$ cat src/cache_pkg.sv
// Cache package with line geometry, memory message types and control/status structs
package cache_pkg;

  // Geometry of the direct-mapped cache
  localparam int num_lines      = 16;
  localparam int words_per_line = 4;
  localparam int word_bits      = 32;
  localparam int addr_bits      = 32;
  localparam int byte_bits      = 2;   // Byte offset inside a word, ignored
  localparam int offset_bits    = 2;   // Word offset inside a line
  localparam int index_bits     = 4;
  localparam int tag_bits       = 24;  // addr_bits - index_bits - offset_bits - byte_bits

  typedef enum logic {
    read  = 1'b0,
    write = 1'b1
  } mem_type_e;

  // Request message, shared by processor and memory ports
  typedef struct packed {
    mem_type_e              type_;
    logic [addr_bits-1:0]   addr;
    logic [word_bits-1:0]   data;
  } mem_req_t;

  typedef struct packed {
    mem_type_e              type_;
    logic [word_bits-1:0]   data;  // Zero for writes
  } mem_resp_t;

  typedef struct packed {
    logic                   valid;
    logic                   dirty;
    logic [tag_bits-1:0]    tag;
  } tag_entry_t;

  typedef logic [words_per_line-1:0][word_bits-1:0] line_t;

  // Control unit to datapath
  typedef struct packed {
    logic                   req_en;         // Latch processor request
    logic                   tag_rd;
    logic                   tag_wen;
    logic                   tag_dirty;      // New dirty bit on tag write
    logic                   tag_valid;      // New valid bit on tag write
    logic                   data_rd;
    logic                   data_wen;
    logic                   word_sel;       // 1 merges processor word, 0 keeps refill line
    logic                   line_sel;       // 1 selects flush index
    logic [index_bits-1:0]  flush_index;
    logic                   mem_req_write;  // Spill write vs refill read
    logic [offset_bits-1:0] word_index;
    logic                   line_en;        // Shift a refill word into the line register
  } dpath_ctrl_t;

  // Datapath to control unit
  typedef struct packed {
    logic                   hit;
    logic                   victim_dirty;
    logic                   victim_valid;
    logic                   req_write;
  } dpath_status_t;

endpackage

$ cat src/cache_word_counter.sv
// Word counter for spill and refill, tracking requests sent and responses received
`timescale 1ns/100ps

module cache_word_counter (
  input  logic                              clk,
  input  logic                              rst_n,
  input  logic                              clear,
  input  logic                              req_step,
  input  logic                              resp_step,
  output logic [cache_pkg::offset_bits-1:0] req_count,
  output logic                              req_done,
  output logic                              resp_done
);

  // One extra bit so the count can reach a full line
  logic [cache_pkg::offset_bits:0] req_cnt;
  logic [cache_pkg::offset_bits:0] resp_cnt;

  always_ff @(posedge clk) begin
    if (!rst_n) begin
      req_cnt  <= '0;
      resp_cnt <= '0;
    end else if (clear) begin
      req_cnt  <= '0;
      resp_cnt <= '0;
    end else begin
      if (req_step && !req_done) begin
        req_cnt <= req_cnt + 1'b1;
      end
      if (resp_step && !resp_done) begin
        resp_cnt <= resp_cnt + 1'b1;
      end
    end
  end

  assign req_count = req_cnt[cache_pkg::offset_bits-1:0];  // Word index of next request

  // Top bit set once all words of the line are counted
  assign req_done  = req_cnt[cache_pkg::offset_bits];
  assign resp_done = resp_cnt[cache_pkg::offset_bits];

endmodule
$ cat config.mk
export PLATFORM = sky130hd
export DESIGN_NAME = cache_word_counter
export DESIGN_NICKNAME = d
export VERILOG_FILES = /design/src/cache_pkg.sv /design/src/cache_word_counter.sv
export SDC_FILE = /design/constraint.sdc
export NUM_CORES = 1
export LEC_CHECK = 0
export BUFFER_PORTS_ARGS = -buffer_cell sky130_fd_sc_hd__buf_2
export CELL_PAD_IN_SITES_DETAIL_PLACEMENT = 0
export CELL_PAD_IN_SITES_GLOBAL_PLACEMENT = 2
export CORE_AREA = 2 2 39 41
export CTS_BUF_LIST = sky130_fd_sc_hd__clkbuf_16
export CTS_CLUSTER_SIZE = 30
export DETAILED_ROUTE_END_ITERATION = 10
export DIE_AREA = 0 0 41 43
export PLACE_DENSITY = 0.59
export RECOVER_POWER = 50
export SLEW_MARGIN = 20
export SYNTH_ARGS = -nofsm -noshare
export SYNTH_HDL_FRONTEND = slang
export SYNTH_SLANG_ARGS = --single-unit
export TNS_END_PERCENT = 1
$ cat constraint.sdc
create_clock -name clk -period 2.1 [get_ports clk]
set_input_delay 0.42 -clock clk [delete_from_list [all_inputs] [get_ports clk]]
set_output_delay 0.42 -clock clk [all_outputs]
set_load 0.05 [all_outputs]
Word level (Yosys, flattened, before mapping)
Index checks and enable logic that the tools add are counted.

word-level totals
  flip-flop bits (word level) = 6
  bits of input ports = 5
  output and inout bits = 4
  logic and storage cells = 10

cells by class
  $add $sub $neg = 2
  bitwise logic cells = 1
  reduce and logical (&&, ||, !) cells = 5

operators by type and width
  cell                                         number
  adder 3 x 1 -> 3 bit, second input constant  2
  logical AND 1 bit                            2
  zero test 1 bit                              2
  OR reduction 2 bit                           1
  inverter 1 bit                               1

Depth between registers and ports, before layout
  depth in word-level cells = 2
  depth in mapped cells = 3
  gate-level depth less buffers = 3

Worst setup path after synthesis
Ideal clock, no wire load.

  kind = register to register
  start point = register req_cnt[0] in the netlist's numbering
  end point = register req_cnt[1] in the netlist's numbering
  library setup time = 0.120 ns
  data arrival time = 1.125 ns
  data required time = 1.980 ns
  slack = 0.856 ns
  cell stages (with the launch flop) = 4
  path buffers = 0
  clock period less this slack = 1.244 ns
  cell sequence = dfxtp_1 ha_1 mux2i_1 nor2_1

on the way
  word-level cells in the longest chain between the ends = 1

RTL lines
  element                   RTL line                  RTL
  start: declaration        cache_word_counter.sv:16  logic [cache_pkg::offset_bits:0] req_cnt;
  start signal: assignment  cache_word_counter.sv:28  req_cnt <= req_cnt + 1'b1;
  adder 3 x 1 -> 3 bit      cache_word_counter.sv:28

Every way passes these cells.
A chain may end at the register's enable or synchronous reset.

Final worst setup path
  start point = register req_cnt[0] in the netlist's numbering
  end point = output port req_count[0] in the netlist's numbering

RTL lines
  element           RTL line                  RTL
  end: declaration  cache_word_counter.sv:10  output logic [cache_pkg::offset_bits-1:0] req_count,

No word-level cell between the ends.

==> flow_metrics.tcl <==
set metrics [dict create \
    outcome "completed" \
    ir_worst_vdd_mv 0.3144 \
    nFillCells 155 \
    grt_max_degree 7 \
    hp-start "resp_step" \
    clk_latency_ns 0.22 \
    seq_area_frac_synth_pct 48.24 \
    finalSetupTns_ns 0 \
    cts_resized 0 \
    drt_first_pass_iters 2 \
    seq_area_um2 120.1 \
    synth.area.top_cells "dfxtp_1 48%, nor2b_4 11%, ha_1 10%, nor2_1 9.0%, mux2i_1 8.0%" \
    grt_overflow 0 \
    synth_enable_flop_cells 0 \
    drt_iter0_drc 2 \
    ys_warn_count 0 \
    slowest_delay_ns 0.35 \
    r2r_setup_slack_ns 1.18 \
    seqPwrFrac_pct 26.7 \
    diodes 0 \
    critPathLaunchType "flop" \
    drt-vias-per-instance 3.720 \
    clock_skew_ns 0.001831 \
    finalWorstSetupSlack_ns 0.8208 \
    syn-num-nets 30 \
    crit_cells 1 \
    drcViolationCount 0 \
    cp_cell_sequence "buf_2" \
    ys_ff_latch 6 \
    area_growth_syn_to_layout_pct 48.24 \
    antenna_found_initial 0 \
    yosys.area.top_type "dfxtp_1" \
    initial_core_util_pct 17.99 \
    rows 14 \
    die_area_mm2 0.001763 \
    syn_inst 23 \
    cp.arrival_ns 0.86 \
    ys.flop_type "dfxtp_1" \
    place_area_um2 309.0 \
    hold_viol_final 0 \
    critical_path_class "reg2out" \
    clockPowerShare_pct 68.1 \
    final_nets 43 \
    pre_cts_slack_ns 1.015 \
    total_power_uw 447.3 \
    p_leak_nw 0.1763 \
    slew_headroom_pct 83.22 \
    track_usage_pct 6.439 \
    die_x_um 41 \
    p_int_uw 371.7 \
    final_area_um2 369.1 \
    p_sw_share_pct 16.91 \
    h-tree-depth 1 \
    pwr-share-comb_pct 5.2 \
    cts_made_buffers 3 \
    core_area_mm2 0.001384 \
    fmax_mhz 781.7 \
    cp_data_required_time_ns 1.68 \
    wl_per_cell_um 9.720 \
    finish.utilization_pct 26.67 \
    wl_um 486 \
    timing.critical_path.buf_inv 1 \
    hpwl_um 353.5 \
    drive_gt1_share_pct 32.35 \
    clockRootBuffer "clkbuf_16" \
    num_vias 186 \
    rr_worst_depth 3 \
    whs_path_depth 3 \
    io_pins 9 \
    min_path_type "in2reg" \
    synth_cell_types 8 \
    synthTopCellsByCount "6 x dfxtp_1, 6 x nor2_1" \
    hold_end "resp_cnt[2]$_SDFFE_PP0P_" \
    post_cts_buffers 0 \
    ant_nets 0 \
    instances_no_fill 50 \
    reg2reg_to "resp_cnt[1]$_SDFFE_PP0P_" \
    whs_ns 0.4558 \
    cts_hold_buf 0 \
    grt_pass1_wl_um 690 \
    die_y_um 43 \
    cts_tree "built" \
    maxSlewViolCount 0 \
    synth_area_per_cell_um2 10.83 \
    synthArstFlopShare_pct 0 \
    dp.cells 47 \
    worst_r2r_startpoint "resp_cnt[2]$_SDFFE_PP0P_" \
    cp_max_fo 3 \
    io_buffers 8 \
    clk_pin_slew_worst_paths_ns 0.03 \
    p_sw_uw 75.63 \
    critPathSlowestCell "dfxtp_1" \
    cts_buffer_depth 2 \
    grt_pass1_vias 182 \
    p_per_area_mw_per_mm2 1212 \
    cts_sinks 6 \
    multi_input_area_um2 113.9 \
    synth_top_area_share_pct 48.24 \
    setup_viol 0 \
    rsz0062_at_grt "false" \
    crit_path_end_kind "output pin" \
    period_minus_slack_ns 1.279 \
    path_delay_family "flip-flops" \
    syn_area_um2 249.0 \
    min_period_over_period_pct 60.92 \
    max-cap-violations 0 \
    globalplace.congestion 0.5175 \
    worstMarginPinSlew_ns 0.2535 \
]
worst min-delay path: stages:
cell,delay (ns)
buf_2,0.08
a21oi_1,0.06
nor2_1,0.08
metal layers:
layer / track usage (%) / up-vias / share of wire [%]
li1: - / 98 / -
met4: 4.000 / 0 / 0
met2: 8.438 / 7 / 47
met1: 7.120 / 81 / 44
met5: 0 / - / 0
met3: 4.712 / 0 / 9.1
flip-flops by register name, summed over array words and instances (netlist names):
signal / count
resp_cnt: 3
req_cnt: 3
worst max path at each step:
stage | start | to | slack (ns)
2_1_floorplan | req_cnt[0]$_SDFFE_PP0P_ | req_cnt[1]$_SDFFE_PP0P_ | 0.86
3_3_place_gp | resp_cnt[2]$_SDFFE_PP0P_ | resp_done | 1.03
3_5_place_dp | req_cnt[2]$_SDFFE_PP0P_ | req_done | 1.02
4_1_cts | req_cnt[2]$_SDFFE_PP0P_ | req_done | 0.78
5_1_grt | req_cnt[1]$_SDFFE_PP0P_ | req_count[1] | 0.80
6_report | req_cnt[0]$_SDFFE_PP0P_ | req_count[0] | 0.82
power groups by stage:
stage                     Clock [mW]  Combinational [mW]  Sequential (mW)
final                          0.305              0.0231            0.120
after global routing           0.318              0.0255            0.120
after CTS                      0.310              0.0259            0.120
after detailed placement           0              0.0256            0.121
after global placement             0              0.0242            0.121
after floorplan                    0              0.0129            0.126
logic make-up (layout without fill, tap and decap cells):
logic type	after synthesis	in the layout	share of synthesized area (%)
AOI/OAI and AO/OA	2	2	4.020
xor gates and xnor gates	2	2	7.036
adders and majority gates	2	2	10.05
buffers and inverters	0	11	0
DFF	6	6	48.24
muxes	2	2	8.041
and+or+nand+nor	9	9	22.62
final cells by class:
type	count	area share, %
Sequential cell	6	32.54
Multi-Input combinational cell	17	30.85
Clock buffer	3	20.34
Timing Repair Buffer	8	10.85
Tap cell	16	5.424
cells in the final DEF (no fill, tap or decap):
cell type / n
nand2b_1: 1
mux2i_1: 2
ha_1: 2
dfxtp_1: 6
xnor2_1: 2
a21oi_1: 2
clkbuf_16: 3
nor2_1: 6
nor2b_1: 2
buf_2: 8
Note: power is estimated with default switching activity, not from simulation.
