File: config.mk
export PLATFORM = sky130hd
export DESIGN_NAME = cache_ctrl
export DESIGN_NICKNAME = d
export VERILOG_FILES = /design/src/cache_pkg.sv /design/src/cache_ctrl.sv
export SDC_FILE = /design/constraint.sdc
export NUM_CORES = 1
export LEC_CHECK = 0
export ABC_AREA = 1
export BUFFER_PORTS_ARGS = -buffer_cell sky130_fd_sc_hd__buf_4
export CAP_MARGIN = 20
export CORE_MARGIN = 2
export CORE_UTILIZATION = 40
export CTS_CLUSTER_DIAMETER = 120
export DETAILED_ROUTE_END_ITERATION = 10
export GPL_ROUTABILITY_DRIVEN = 0
export PLACE_DENSITY = 0.69
export RECOVER_POWER = 50
export SETUP_SLACK_MARGIN = 0.4
export SLEW_MARGIN = 20
export SYNTH_ARGS = -nofsm -noshare
export SYNTH_HDL_FRONTEND = slang
export SYNTH_SLANG_ARGS = --single-unit
File: constraint.sdc
create_clock -name clk -period 1.5 [get_ports clk]
set_input_delay 0.075 -clock clk [delete_from_list [all_inputs] [get_ports clk]]
set_output_delay 0.075 -clock clk [all_outputs]
set_load 0.01 [all_outputs]
File: src/cache_pkg.sv
// Cache package with line geometry, memory message types and control/status structs
package cache_pkg;

  // Geometry of the direct-mapped cache
  localparam int num_lines      = 16;
  localparam int words_per_line = 4;
  localparam int word_bits      = 32;
  localparam int addr_bits      = 32;
  localparam int byte_bits      = 2;   // Byte offset inside a word, ignored
  localparam int offset_bits    = 2;   // Word offset inside a line
  localparam int index_bits     = 4;
  localparam int tag_bits       = 24;  // addr_bits - index_bits - offset_bits - byte_bits

  typedef enum logic {
    read  = 1'b0,
    write = 1'b1
  } mem_type_e;

  // Request message, shared by processor and memory ports
  typedef struct packed {
    mem_type_e              type_;
    logic [addr_bits-1:0]   addr;
    logic [word_bits-1:0]   data;
  } mem_req_t;

  typedef struct packed {
    mem_type_e              type_;
    logic [word_bits-1:0]   data;  // Zero for writes
  } mem_resp_t;

  typedef struct packed {
    logic                   valid;
    logic                   dirty;
    logic [tag_bits-1:0]    tag;
  } tag_entry_t;

  typedef logic [words_per_line-1:0][word_bits-1:0] line_t;

  // Control unit to datapath
  typedef struct packed {
    logic                   req_en;         // Latch processor request
    logic                   tag_rd;
    logic                   tag_wen;
    logic                   tag_dirty;      // New dirty bit on tag write
    logic                   tag_valid;      // New valid bit on tag write
    logic                   data_rd;
    logic                   data_wen;
    logic                   word_sel;       // 1 merges processor word, 0 keeps refill line
    logic                   line_sel;       // 1 selects flush index
    logic [index_bits-1:0]  flush_index;
    logic                   mem_req_write;  // Spill write vs refill read
    logic [offset_bits-1:0] word_index;
    logic                   line_en;        // Shift a refill word into the line register
  } dpath_ctrl_t;

  // Datapath to control unit
  typedef struct packed {
    logic                   hit;
    logic                   victim_dirty;
    logic                   victim_valid;
    logic                   req_write;
  } dpath_status_t;

endpackage

File: src/cache_ctrl.sv
// Cache control FSM sequencing hits, spill, refill, response and flush
`timescale 1ns/100ps

module cache_ctrl (
  input  logic                              clk,
  input  logic                              rst_n,
  input  logic                              memreq_val,
  output logic                              memreq_rdy,
  output logic                              memresp_val,
  input  logic                              memresp_rdy,
  output logic                              cache_req_val,
  input  logic                              cache_req_rdy,
  input  logic                              cache_resp_val,
  output logic                              cache_resp_rdy,
  input  logic                              flush,
  output logic                              flush_done,
  input  cache_pkg::dpath_status_t          status,
  output cache_pkg::dpath_ctrl_t            ctrl,
  output logic                              word_clear,
  output logic                              req_step,
  output logic                              resp_step,
  input  logic [cache_pkg::offset_bits-1:0] req_count,
  input  logic                              req_done,
  input  logic                              resp_done
);

  typedef enum logic [3:0] {
    st_idle,
    st_tag_check,
    st_spill,
    st_refill,
    st_access,
    st_respond,
    st_flush_read,
    st_flush_check,
    st_flush_spill
  } state_e;

  state_e                           state;
  state_e                           state_next;
  logic [cache_pkg::index_bits-1:0] flush_q;     // Line walked by flush
  logic [cache_pkg::index_bits-1:0] flush_next;
  logic                             line_done;
  logic                             victim_spill;

  assign line_done    = req_done && resp_done;
  assign victim_spill = status.victim_valid && status.victim_dirty;

  always_ff @(posedge clk) begin
    if (!rst_n) begin
      state   <= st_idle;
      flush_q <= '0;
    end else begin
      state   <= state_next;
      flush_q <= flush_next;
    end
  end

  always_comb begin
    state_next       = state;
    flush_next       = flush_q;
    ctrl             = '0;
    ctrl.flush_index = flush_q;
    ctrl.word_index  = req_count;
    memreq_rdy       = 1'b0;
    memresp_val      = 1'b0;
    cache_req_val    = 1'b0;
    cache_resp_rdy   = 1'b0;
    flush_done       = 1'b0;
    word_clear       = 1'b0;

    // Memory-side word transfers, shared by every line move
    if (state inside {st_spill, st_refill, st_flush_spill}) begin
      cache_req_val  = !req_done;
      cache_resp_rdy = !resp_done;
    end
    req_step  = cache_req_val && cache_req_rdy;
    resp_step = cache_resp_val && cache_resp_rdy;

    case (state)
      st_idle: begin
        memreq_rdy = 1'b1;
        if (memreq_val) begin  // Request wins over flush
          ctrl.req_en  = 1'b1;
          ctrl.tag_rd  = 1'b1;
          ctrl.data_rd = 1'b1;
          state_next   = st_tag_check;
        end else if (flush) begin
          flush_next = '0;
          state_next = st_flush_read;
        end
      end
      st_tag_check: begin
        word_clear = 1'b1;
        if (status.hit) begin
          if (status.req_write) begin
            ctrl.tag_wen   = 1'b1;
            ctrl.tag_valid = 1'b1;
            ctrl.tag_dirty = 1'b1;
            ctrl.data_wen  = 1'b1;
            ctrl.word_sel  = 1'b1;
          end
          state_next = st_respond;
        end else if (victim_spill) begin
          state_next = st_spill;
        end else begin
          state_next = st_refill;
        end
      end
      st_spill: begin
        ctrl.mem_req_write = 1'b1;
        if (line_done) begin
          word_clear = 1'b1;
          state_next = st_refill;
        end
      end
      st_refill: begin
        ctrl.line_en = resp_step;
        if (line_done) begin
          state_next = st_access;
        end
      end
      st_access: begin
        ctrl.tag_wen   = 1'b1;
        ctrl.tag_valid = 1'b1;
        ctrl.tag_dirty = status.req_write;
        ctrl.data_wen  = 1'b1;
        ctrl.word_sel  = status.req_write;  // Merge the store word into the new line
        state_next     = st_respond;
      end
      st_respond: begin
        memresp_val = 1'b1;
        if (memresp_rdy) begin
          state_next = st_idle;
        end
      end
      st_flush_read: begin
        ctrl.line_sel = 1'b1;
        ctrl.tag_rd   = 1'b1;
        ctrl.data_rd  = 1'b1;
        state_next    = st_flush_check;
      end
      st_flush_check: begin
        ctrl.line_sel = 1'b1;
        if (victim_spill) begin
          word_clear = 1'b1;
          state_next = st_flush_spill;
        end else if (&flush_q) begin  // Last line
          flush_done = 1'b1;
          state_next = st_idle;
        end else begin
          // Clean line, read the next one right away
          flush_next       = flush_q + 1'b1;
          ctrl.flush_index = flush_next;
          ctrl.tag_rd      = 1'b1;
          ctrl.data_rd     = 1'b1;
        end
      end
      st_flush_spill: begin
        ctrl.line_sel      = 1'b1;
        ctrl.mem_req_write = 1'b1;
        if (line_done) begin
          ctrl.tag_wen   = 1'b1;
          ctrl.tag_valid = 1'b1;  // Line stays valid, only dirty clears
          if (&flush_q) begin
            flush_done = 1'b1;
            state_next = st_idle;
          end else begin
            flush_next = flush_q + 1'b1;
            state_next = st_flush_read;
          end
        end
      end
      default: begin
        state_next = st_idle;
      end
    endcase
  end

endmodule

; ---- Yosys cells after proc, flatten, opt, wreduce, memory -nomap -nowiden
; Cells that the tools add are included.
[totals]
output_inout_bits = 25
register_bits = 8
[op_classes]
n_eq_ne = 16
add_sub_neg = 1
muxes = 48
n_reduce_logical = 14
[op_table]
columns = operator, count
row1 = $mux W4, 15
row2 = $pmux W4 S9, 1
row3 = $mux W1, 17
row4 = $eq A4 B3 Y1 const B, 4
row5 = $pmux W1 S3, 5
row6 = $ne A2 B2 Y1 const B, 6
row7 = $pmux W4 S3, 1
row8 = $mux W3, 3
row9 = $eq A4 B2 Y1 const B, 2
row10 = $reduce_and A4 Y1, 2
row11 = $mux W2, 3
row12 = $ne A3 B3 Y1 const B, 2
row13 = $reduce_and A6 Y1, 1
row14 = $reduce_bool A3 Y1, 2
row15 = $add A4 B1 Y4 const B, 1
row16 = $eq A4 B1 Y1 const B, 1
row17 = $eq A4 B4 Y1 const B, 1
row18 = $logic_and A1 B1 Y1, 4
row19 = $logic_not A4 Y1, 1
row20 = $pmux W1 S2, 2
row21 = $pmux W2 S2, 1
row22 = $reduce_or A3 Y1, 1
row23 = $logic_not A1 Y1, 2
row24 = $reduce_or A2 Y1, 1

; ---- Depth between registers and ports, before layout
; Gate-level depths: netlist (run 1).
[depth]
depth_word = 5
mapped_depth = 10
ltp_nobuf = 9

; ---- Worst setup path before layout (run 1)
; OpenSTA, ideal clock, no wires.
[synth_path]
kind = register to output
startpoint = register state[1]
endpoint = output ctrl[13] (netlist name)
n_path_buf = 2
required_time_ps = 1425
path_slack_ps = 142
arrival_time_ps = 1283
path_stages_with_launch = 8
path_cell_list = dfxtp_1 buf_4 inv_1 nand2_1 inv_1 nand3_1 a21boi_0 buf_4
[synth_rtl]
columns = element, line
row1 = from (decl), cache_ctrl.sv:39  ; state_e state;
row2 = from (signal assigned), cache_ctrl.sv:51  ; state <= st_idle;
row3 = from (signal assigned), cache_ctrl.sv:54  ; state <= state_next;
row4 = to (decl), cache_ctrl.sv:18  ; output cache_pkg::dpath_ctrl_t ctrl,

==> results of run 1 <==
## layout make-up
type | instances | share of cell area
well taps | 28 | 0.01911
flip-flops and latches | 8 | 0.1003
clock buffers | 4 | 0.01433
repair buffers | 70 | 0.3399
inverters | 20 | 0.04915
multi-input cells | 115 | 0.4771
## per-layer routing
metal	part of all wire	GRT usage	vias to the layer above
met3	0.053	0.01437	10
met1	0.39	0.2687	650
li1	-	-	620
met4	0.015	0.08333	0
met5	0	0	-
met2	0.54	0.5342	62
## critical path: stages, from the launching register on
cell,delay [ns]
dfxtp_4,0.38
inv_4,0.06
nor2_4,0.13
nand2_4,0.08
nand2_4,0.07
inv_4,0.04
nor3b_4,0.20
nand4_1,0.13
inv_2,0.07
buf_6,0.09
## sequential cells by signal, indices dropped and copies added (netlist names)
| name | cells |
|---|---|
| flush_q | 4 |
| state | 4 |
## how the worst max path moves through the flow
stage | startpoint | endpoint | cells past startpoint
5_1_grt | state[3] | ctrl[0] | 9
6_report | state[3] | ctrl[0] | 9
3_3_place_gp | state[0] | ctrl[5] | 7
4_1_cts | state[3] | ctrl[5] | 8
3_5_place_dp | state[0] | ctrl[5] | 7
2_1_floorplan | state[0] | ctrl[0] | 8
## per-stage QoR
step,hold WS [ns],cells,setup WS [ns]
after floorplan,0.1726,151,0.2333
after global placement,0.1501,211,0.06458
after detailed placement,0.1501,211,0.01400
after CTS,0.02293,234,-0.02265
after global routing,0.03596,245,-0.1244
final,0.03149,245,-0.09181
## cell usage after synthesis
cell type   n  area (um^2)
nor2_2      2        12.51
nand4_1     4        25.02
nand3_1    13        65.06
nor3b_4     1        18.77
o21ai_0     6        30.03
nor2_1     11        41.29
nor3b_1     1        7.510
inv_1      14        52.55
inv_2       6        22.52
nor2_8      1        20.02
buf_6       1        11.26
dfxtp_1     8        160.2
a21oi_1     9        45.04
buf_4       7        52.55
a31oi_1     1        6.260
o211ai_1    2        15.01
ha_1        1        12.51
o21bai_1    1        7.510
nand2_4     1        11.26
nor2_4      1        11.26
nand2_2     3        18.77
nand3b_1    2        15.01
a21boi_0    1        7.510
o21ai_1     1        5.000
nand2_1    48        180.2
xor2_1      1        8.760
nand3_2     4        40.04
## report_power, final
group | leakage, nW | switching, mW | internal [mW]
Combinational | 0.808 | 1.10 | 0.966
Clock | 0.0150 | 0.0776 | 0.102
Sequential | 0.0700 | 0.113 | 0.268
Total | 0.893 | 1.29 | 1.34
## timing repair
item	4_1_cts	5_1_grt
endpoints found under the setup margin	31	31
buffers inserted	19	11
pin swaps	25	26
resized for setup	64	43
## cells by family after synthesis
| group | after synthesis | synth area share |
|---|---|---|
| compound gates | 21 | 0.1288 |
| xor+xnor | 1 | 0.009697 |
| fa+ha+maj | 1 | 0.01385 |
| buf+inv | 28 | 0.1537 |
| flops | 8 | 0.1773 |
| simple gates | 92 | 0.5166 |
## cell usage in the layout (no fill, tap or decap), types with 4 or more instances in the layout
cell and count:
a21oi_2 7, buf_4 44, buf_6 26, dfxtp_4 6
inv_1 9, inv_2 6, inv_4 4, nand2_1 25
nand2_2 20, nand2_4 7, nand3_1 5, nand3_2 8
nand3_4 4, nand4_1 4, nor2_1 4, nor2_2 4
nor2_4 6, o21ai_2 4
==> metrics.md, run 1 <==
| Metric | Value |
|---|---|
| # diodes | 0 |
| Final Instance Area | approximately 1800 um^2 |
| Total track usage | 0.2579 |
| CP Launch Type | flip-flop |
| Violated checks | negative setup slack |
| Total core area | between 2000 and 2500 um^2 |
| Reg2reg path depth | 10 |
| Hold buffer count at cts | 0 |
| Via count | about 1300 |
| Post-Syn Instances | 151 |
| Power per cell area | 1431 nW/um^2 |
| # setup viols final | 10 |
| Hold depth | 3 |
| CTS tree | built |
| Placed Instance Area | roughly 1200 um^2 |
| R2r setup slk | 0.04 ns |
| Largest net degree at the start of global routing | 9 |
| Worst hold path class | in2reg |
| DR iter-0 viols | 47 |
| # fillers | 120 |
| Worst path required time | 1.42 ns |
| Clk_lat worst skew | 0.26 ns |
| Relative slew slack | 0.7926 |
| R2r endpoint | state[1] |
| Slew Limit Fails | 0 |
| Root buf cell | clkbuf_4 |
| Setup TNS | -0.3129 ns |
| Maxcap violations | 0 |
| H-Tree Depth | 1 |
| Worst Hold Launch | rst_n |
| Hold path endpoint | state[2] |
| Share of cells above drive strength 1 | 0.7235 |
| Initial antenna violation count | 0 |
| Final worst-path cycle share | 1.061 |
| Area occupied by multi-input gates | between 800 and 900 um^2 |
| Syn Area/Cell | 5.983 um^2 |
| Post-Syn Nets | between 150 and 200 |
| Clk_skew | 0.008659 ns |
| Overall Power | 2.623 mW |
| Final Hold Viols | 0 |
| Row count | 17 |
| Number of global-route vias before repair | 1172 |
| Launching point of the worst reg2reg path | state[2] |
| Synth unique cells | 27 |
| Synth Cell Area | 903.4 um^2 |
| Cts bufs inserted | 3 |
| Worst-path clk slew | about 0.06 ns |
| Final worst slack | -0.09181 ns |
| IO Count | 40 |
| Overflow after GRT | 0 |
| Routed Antenna Nets | 0 |
| CTS Buffer Depth | 2 |
| Tightest Pin Transition | ~0.31 ns |
| Status | finished, violations left |
| Utilization after layout | 0.8449 |
| First-pass GRT wire length | between 5000 and 6000 um |
| Warnings, synthesis | 0 |
| WP data arrival | 1.52 ns |
| FF+latch area | 183.9 um^2 |
| Die Width | between 50 and 60 um |
| Post-DP HPWL | 2056 um |
| Peak supply drop | 1117 uV |
| Final min period | 1.592 ns |
| Initial Util | 0.4164 |
| Residual DRC | 0 |
| Yosys reg bits | 8 |
| CP Class | reg2out |
| Die height | ~52 um |
| Die Area | ~2700 um^2 |
| Area delta synth->final | 102.9% |
| Fmax | roughly 630 MHz |
| Drt total wl | approximately 4000 um |
| WL/cell | approximately 17 um |
| Post-DR vias/cell | 5.478 |
| CP max FO | 3 |
| CTS sink cnt | 8 |
| RSZ-0062 raised after global routing | true |
| Final nets | 234 |
| Static leakage | just under 0.9 nW |
| Pre-antenna DRT Iters | 4 |
| Register area share after synthesis | 0.1773 |
| Port bufs | 35 |
| Crit end category | primary output |
Power figures use the tool's default switching activity.
==> run 2, diff against run 1 <==
- CORE_UTILIZATION: 40 -> 41
- PLACE_DENSITY: 0.69 -> 0.71
- TNS_END_PERCENT: not set -> 50
==> run 2 against run 1 <==
- the flow still finishes with violations (negative setup slack)
- clock skew is 0.0029 ns higher
- design area down 7.9%
- critical path depth decreased by 1
==> metrics.md, run 2 (same netlist as run 1, synthesis figures left out) <==
| Metric | Value |
|---|---|
| CTS Buffer Depth | 2 |
| Crit end category | primary output |
| DR iter-0 viols | 75 |
| Clk_skew | about 0.012 ns |
| Worst path required time | between 1 and 1.5 ns |
| Share of cells above drive strength 1 | 0.6308 |
| Commonest non-fill, non-tap cell in the layout | buf_4 |
| Area delta synth->final | 86.84% |
| Regs by FF count | flush_q (4), state (4) |
| CTS tree | built |
| Status | finished, violations left |
| First-pass GRT wire length | ~5700 um |
| Utilization after layout | 0.8348 |
| Clock power frac | 0.080 |
| WP data arrival | between 1.5 and 2 ns |
| Tightest Pin Transition | roughly 0.27 ns |
| Comb pwr share | 0.760 |
| Port bufs | 35 |
| Cts bufs inserted | 3 |
| Launching point of the worst reg2reg path | state[2] |
| Final worst-path cycle share | 1.092 |
| CP Launch Type | flip-flop |
| H-Tree Depth | 1 |
| Pre-antenna DRT Iters | 5 |
| CP Class | reg2out |
| Total core area | about 2000 um^2 |
| R2r endpoint | flush_q[2] |
| CTS sink cnt | 8 |
| Clk_lat worst skew | between 0.2 and 0.3 ns |
| Total track usage | 0.2903 |
| Row count | 16 |
| Final cell count without fillers | 241 |
| Static leakage | around 0.84 nW |
| Setup TNS | -0.7751 ns |
| # diodes | 0 |
| Worst-path clk slew | about 0.07 ns |
| CP max FO | 6 |
| # setup viols final | 15 |
| Cell internal pwr | ~1.2 mW |
| Largest net degree at the start of global routing | 8 |
| Maxcap violations | 0 |
| Switching Fraction | 0.4934 |
| Post-DR vias/cell | approximately 5.8 |
| Post-DP HPWL | 2039 um |
| Most frequent cells in the layout | buf_4, nand2_1, buf_6 |
| Initial antenna violation count | 0 |
| Routed Antenna Nets | 0 |
| Root buf cell | clkbuf_4 |
| Die height | between 50 and 60 um |
| Final min period | ~1.6 ns |
| Number of global-route vias before repair | 1217 |
| Worst Hold Launch | rst_n |
| RSZ-0062 raised after global routing | true |
| Violated checks | negative setup slack |
| Reg2reg path depth | 9 |
| Hold depth | 3 |
| Final Hold Viols | 0 |
| Final worst slack | -0.1387 ns |
| Fmax | 610.3 MHz |
| Residual DRC | 0 |
| Hold path endpoint | state[2] |
| Via count | 1397 |
| Overflow after GRT | 0 |
| Worst hold path class | in2reg |
| Flop pwr share | 0.160 |
| Die Area | about 2600 um^2 |
| Switch Pwr | 1.163 mW |
| Die Width | just over 50 um |
| Power per cell area | 1397 nW/um^2 |
| Drt total wl | between 4000 and 5000 um |
| IO Count | 40 |
| Initial Util | 0.4468 |
| WL/cell | between 15 and 20 um |
| Placed insts | 209 |
| Final nets | 231 |
| Relative slew slack | 0.8186 |
| Slew Limit Fails | 0 |
| R2r setup slk | -0.01 ns |
| Peak supply drop | about 1100 uV |
==> run 2: changes by cell type in the layout (fill, tap and decap cells not counted), moves of 3 or more <==
cell	change
buf_6	-13
nand2_1	+11
buf_4	+9
nand2_2	-9
nand3_1	+3
nor2_1	+3
nor2_2	-3
==> run 2: power by group through the flow <==
stage	Clock, mW	Combinational [mW]	Sequential (mW)
after floorplan	0	0.921	0.283
after global placement	0	1.22	0.333
after detailed placement	0	1.24	0.335
after CTS	0.180	1.60	0.354
after global routing	0.203	1.88	0.380
final	0.188	1.79	0.378
==> run 2: stage by stage <==
step / setup slack (ns) / hold WS [ns] / cell area (um^2) / power (mW)
global placement: 0.1038 / 0.1501 / 1212 / 1.551
finish: -0.1387 / 0.01301 / 1688 / 2.358
floorplan: 0.2333 / 0.1726 / 957.2 / 1.204
global route: -0.1879 / 0.02241 / 1688 / 2.463
CTS: -0.03439 / 0.01880 / 1558 / 2.137
detailed placement: 0.05837 / 0.1501 / 1212 / 1.574
==> run 2: routing by layer <==
| layer | share of wire | wire length, um | up-vias | track usage |
|---|---|---|---|---|
| met5 | 0 | 0 | - | 0 |
| met4 | 0.044 | 182 | 0 | 0.1081 |
| met3 | 0.12 | 495 | 28 | 0.06725 |
| met2 | 0.47 | 1965 | 125 | 0.4978 |
| met1 | 0.37 | 1528 | 623 | 0.3495 |
| li1 | - | - | 621 | - |
==> run 2: layout make-up <==
cell class,count,area (um^2)
Inverter,20,85.08
Timing Repair Buffer,66,544.3
Fill cell,110,334.1
Multi-Input combinational cell,116,813.3
Clock buffer,4,26.28
Sequential cell,8,185.2
Tap cell,27,33.78
==> run 2: how the worst max path moves through the flow <==
| stage | start | end | slack [ns] |
|---|---|---|---|
| global placement | state[0] | ctrl[5] | 0.10 |
| CTS | state[3] | ctrl[0] | -0.03 |
| floorplan | state[0] | ctrl[0] | 0.23 |
| detailed placement | state[0] | ctrl[5] | 0.06 |
| global route | state[0] | ctrl[5] | -0.19 |
| finish | state[3] | ctrl[5] | -0.14 |
==> run 2: critical path, cell delays in order, from the launching register on <==
cell     delay [ns]
dfxtp_4        0.37
inv_4          0.08
nand2_2        0.10
nor2_4         0.14
nand2_4        0.09
inv_6          0.09
a21oi_1        0.08
a31oi_1        0.19
buf_4          0.15
==> run 2: timing repair <==
action / 4_1_cts / 5_1_grt
endpoints found under the setup margin: 31 / 31
pin swaps: 27 / 15
buffers inserted: 20 / 7
gates resized for setup: 48 / 29
hold buffers: 0 / 0
gates cloned: 1 / 0
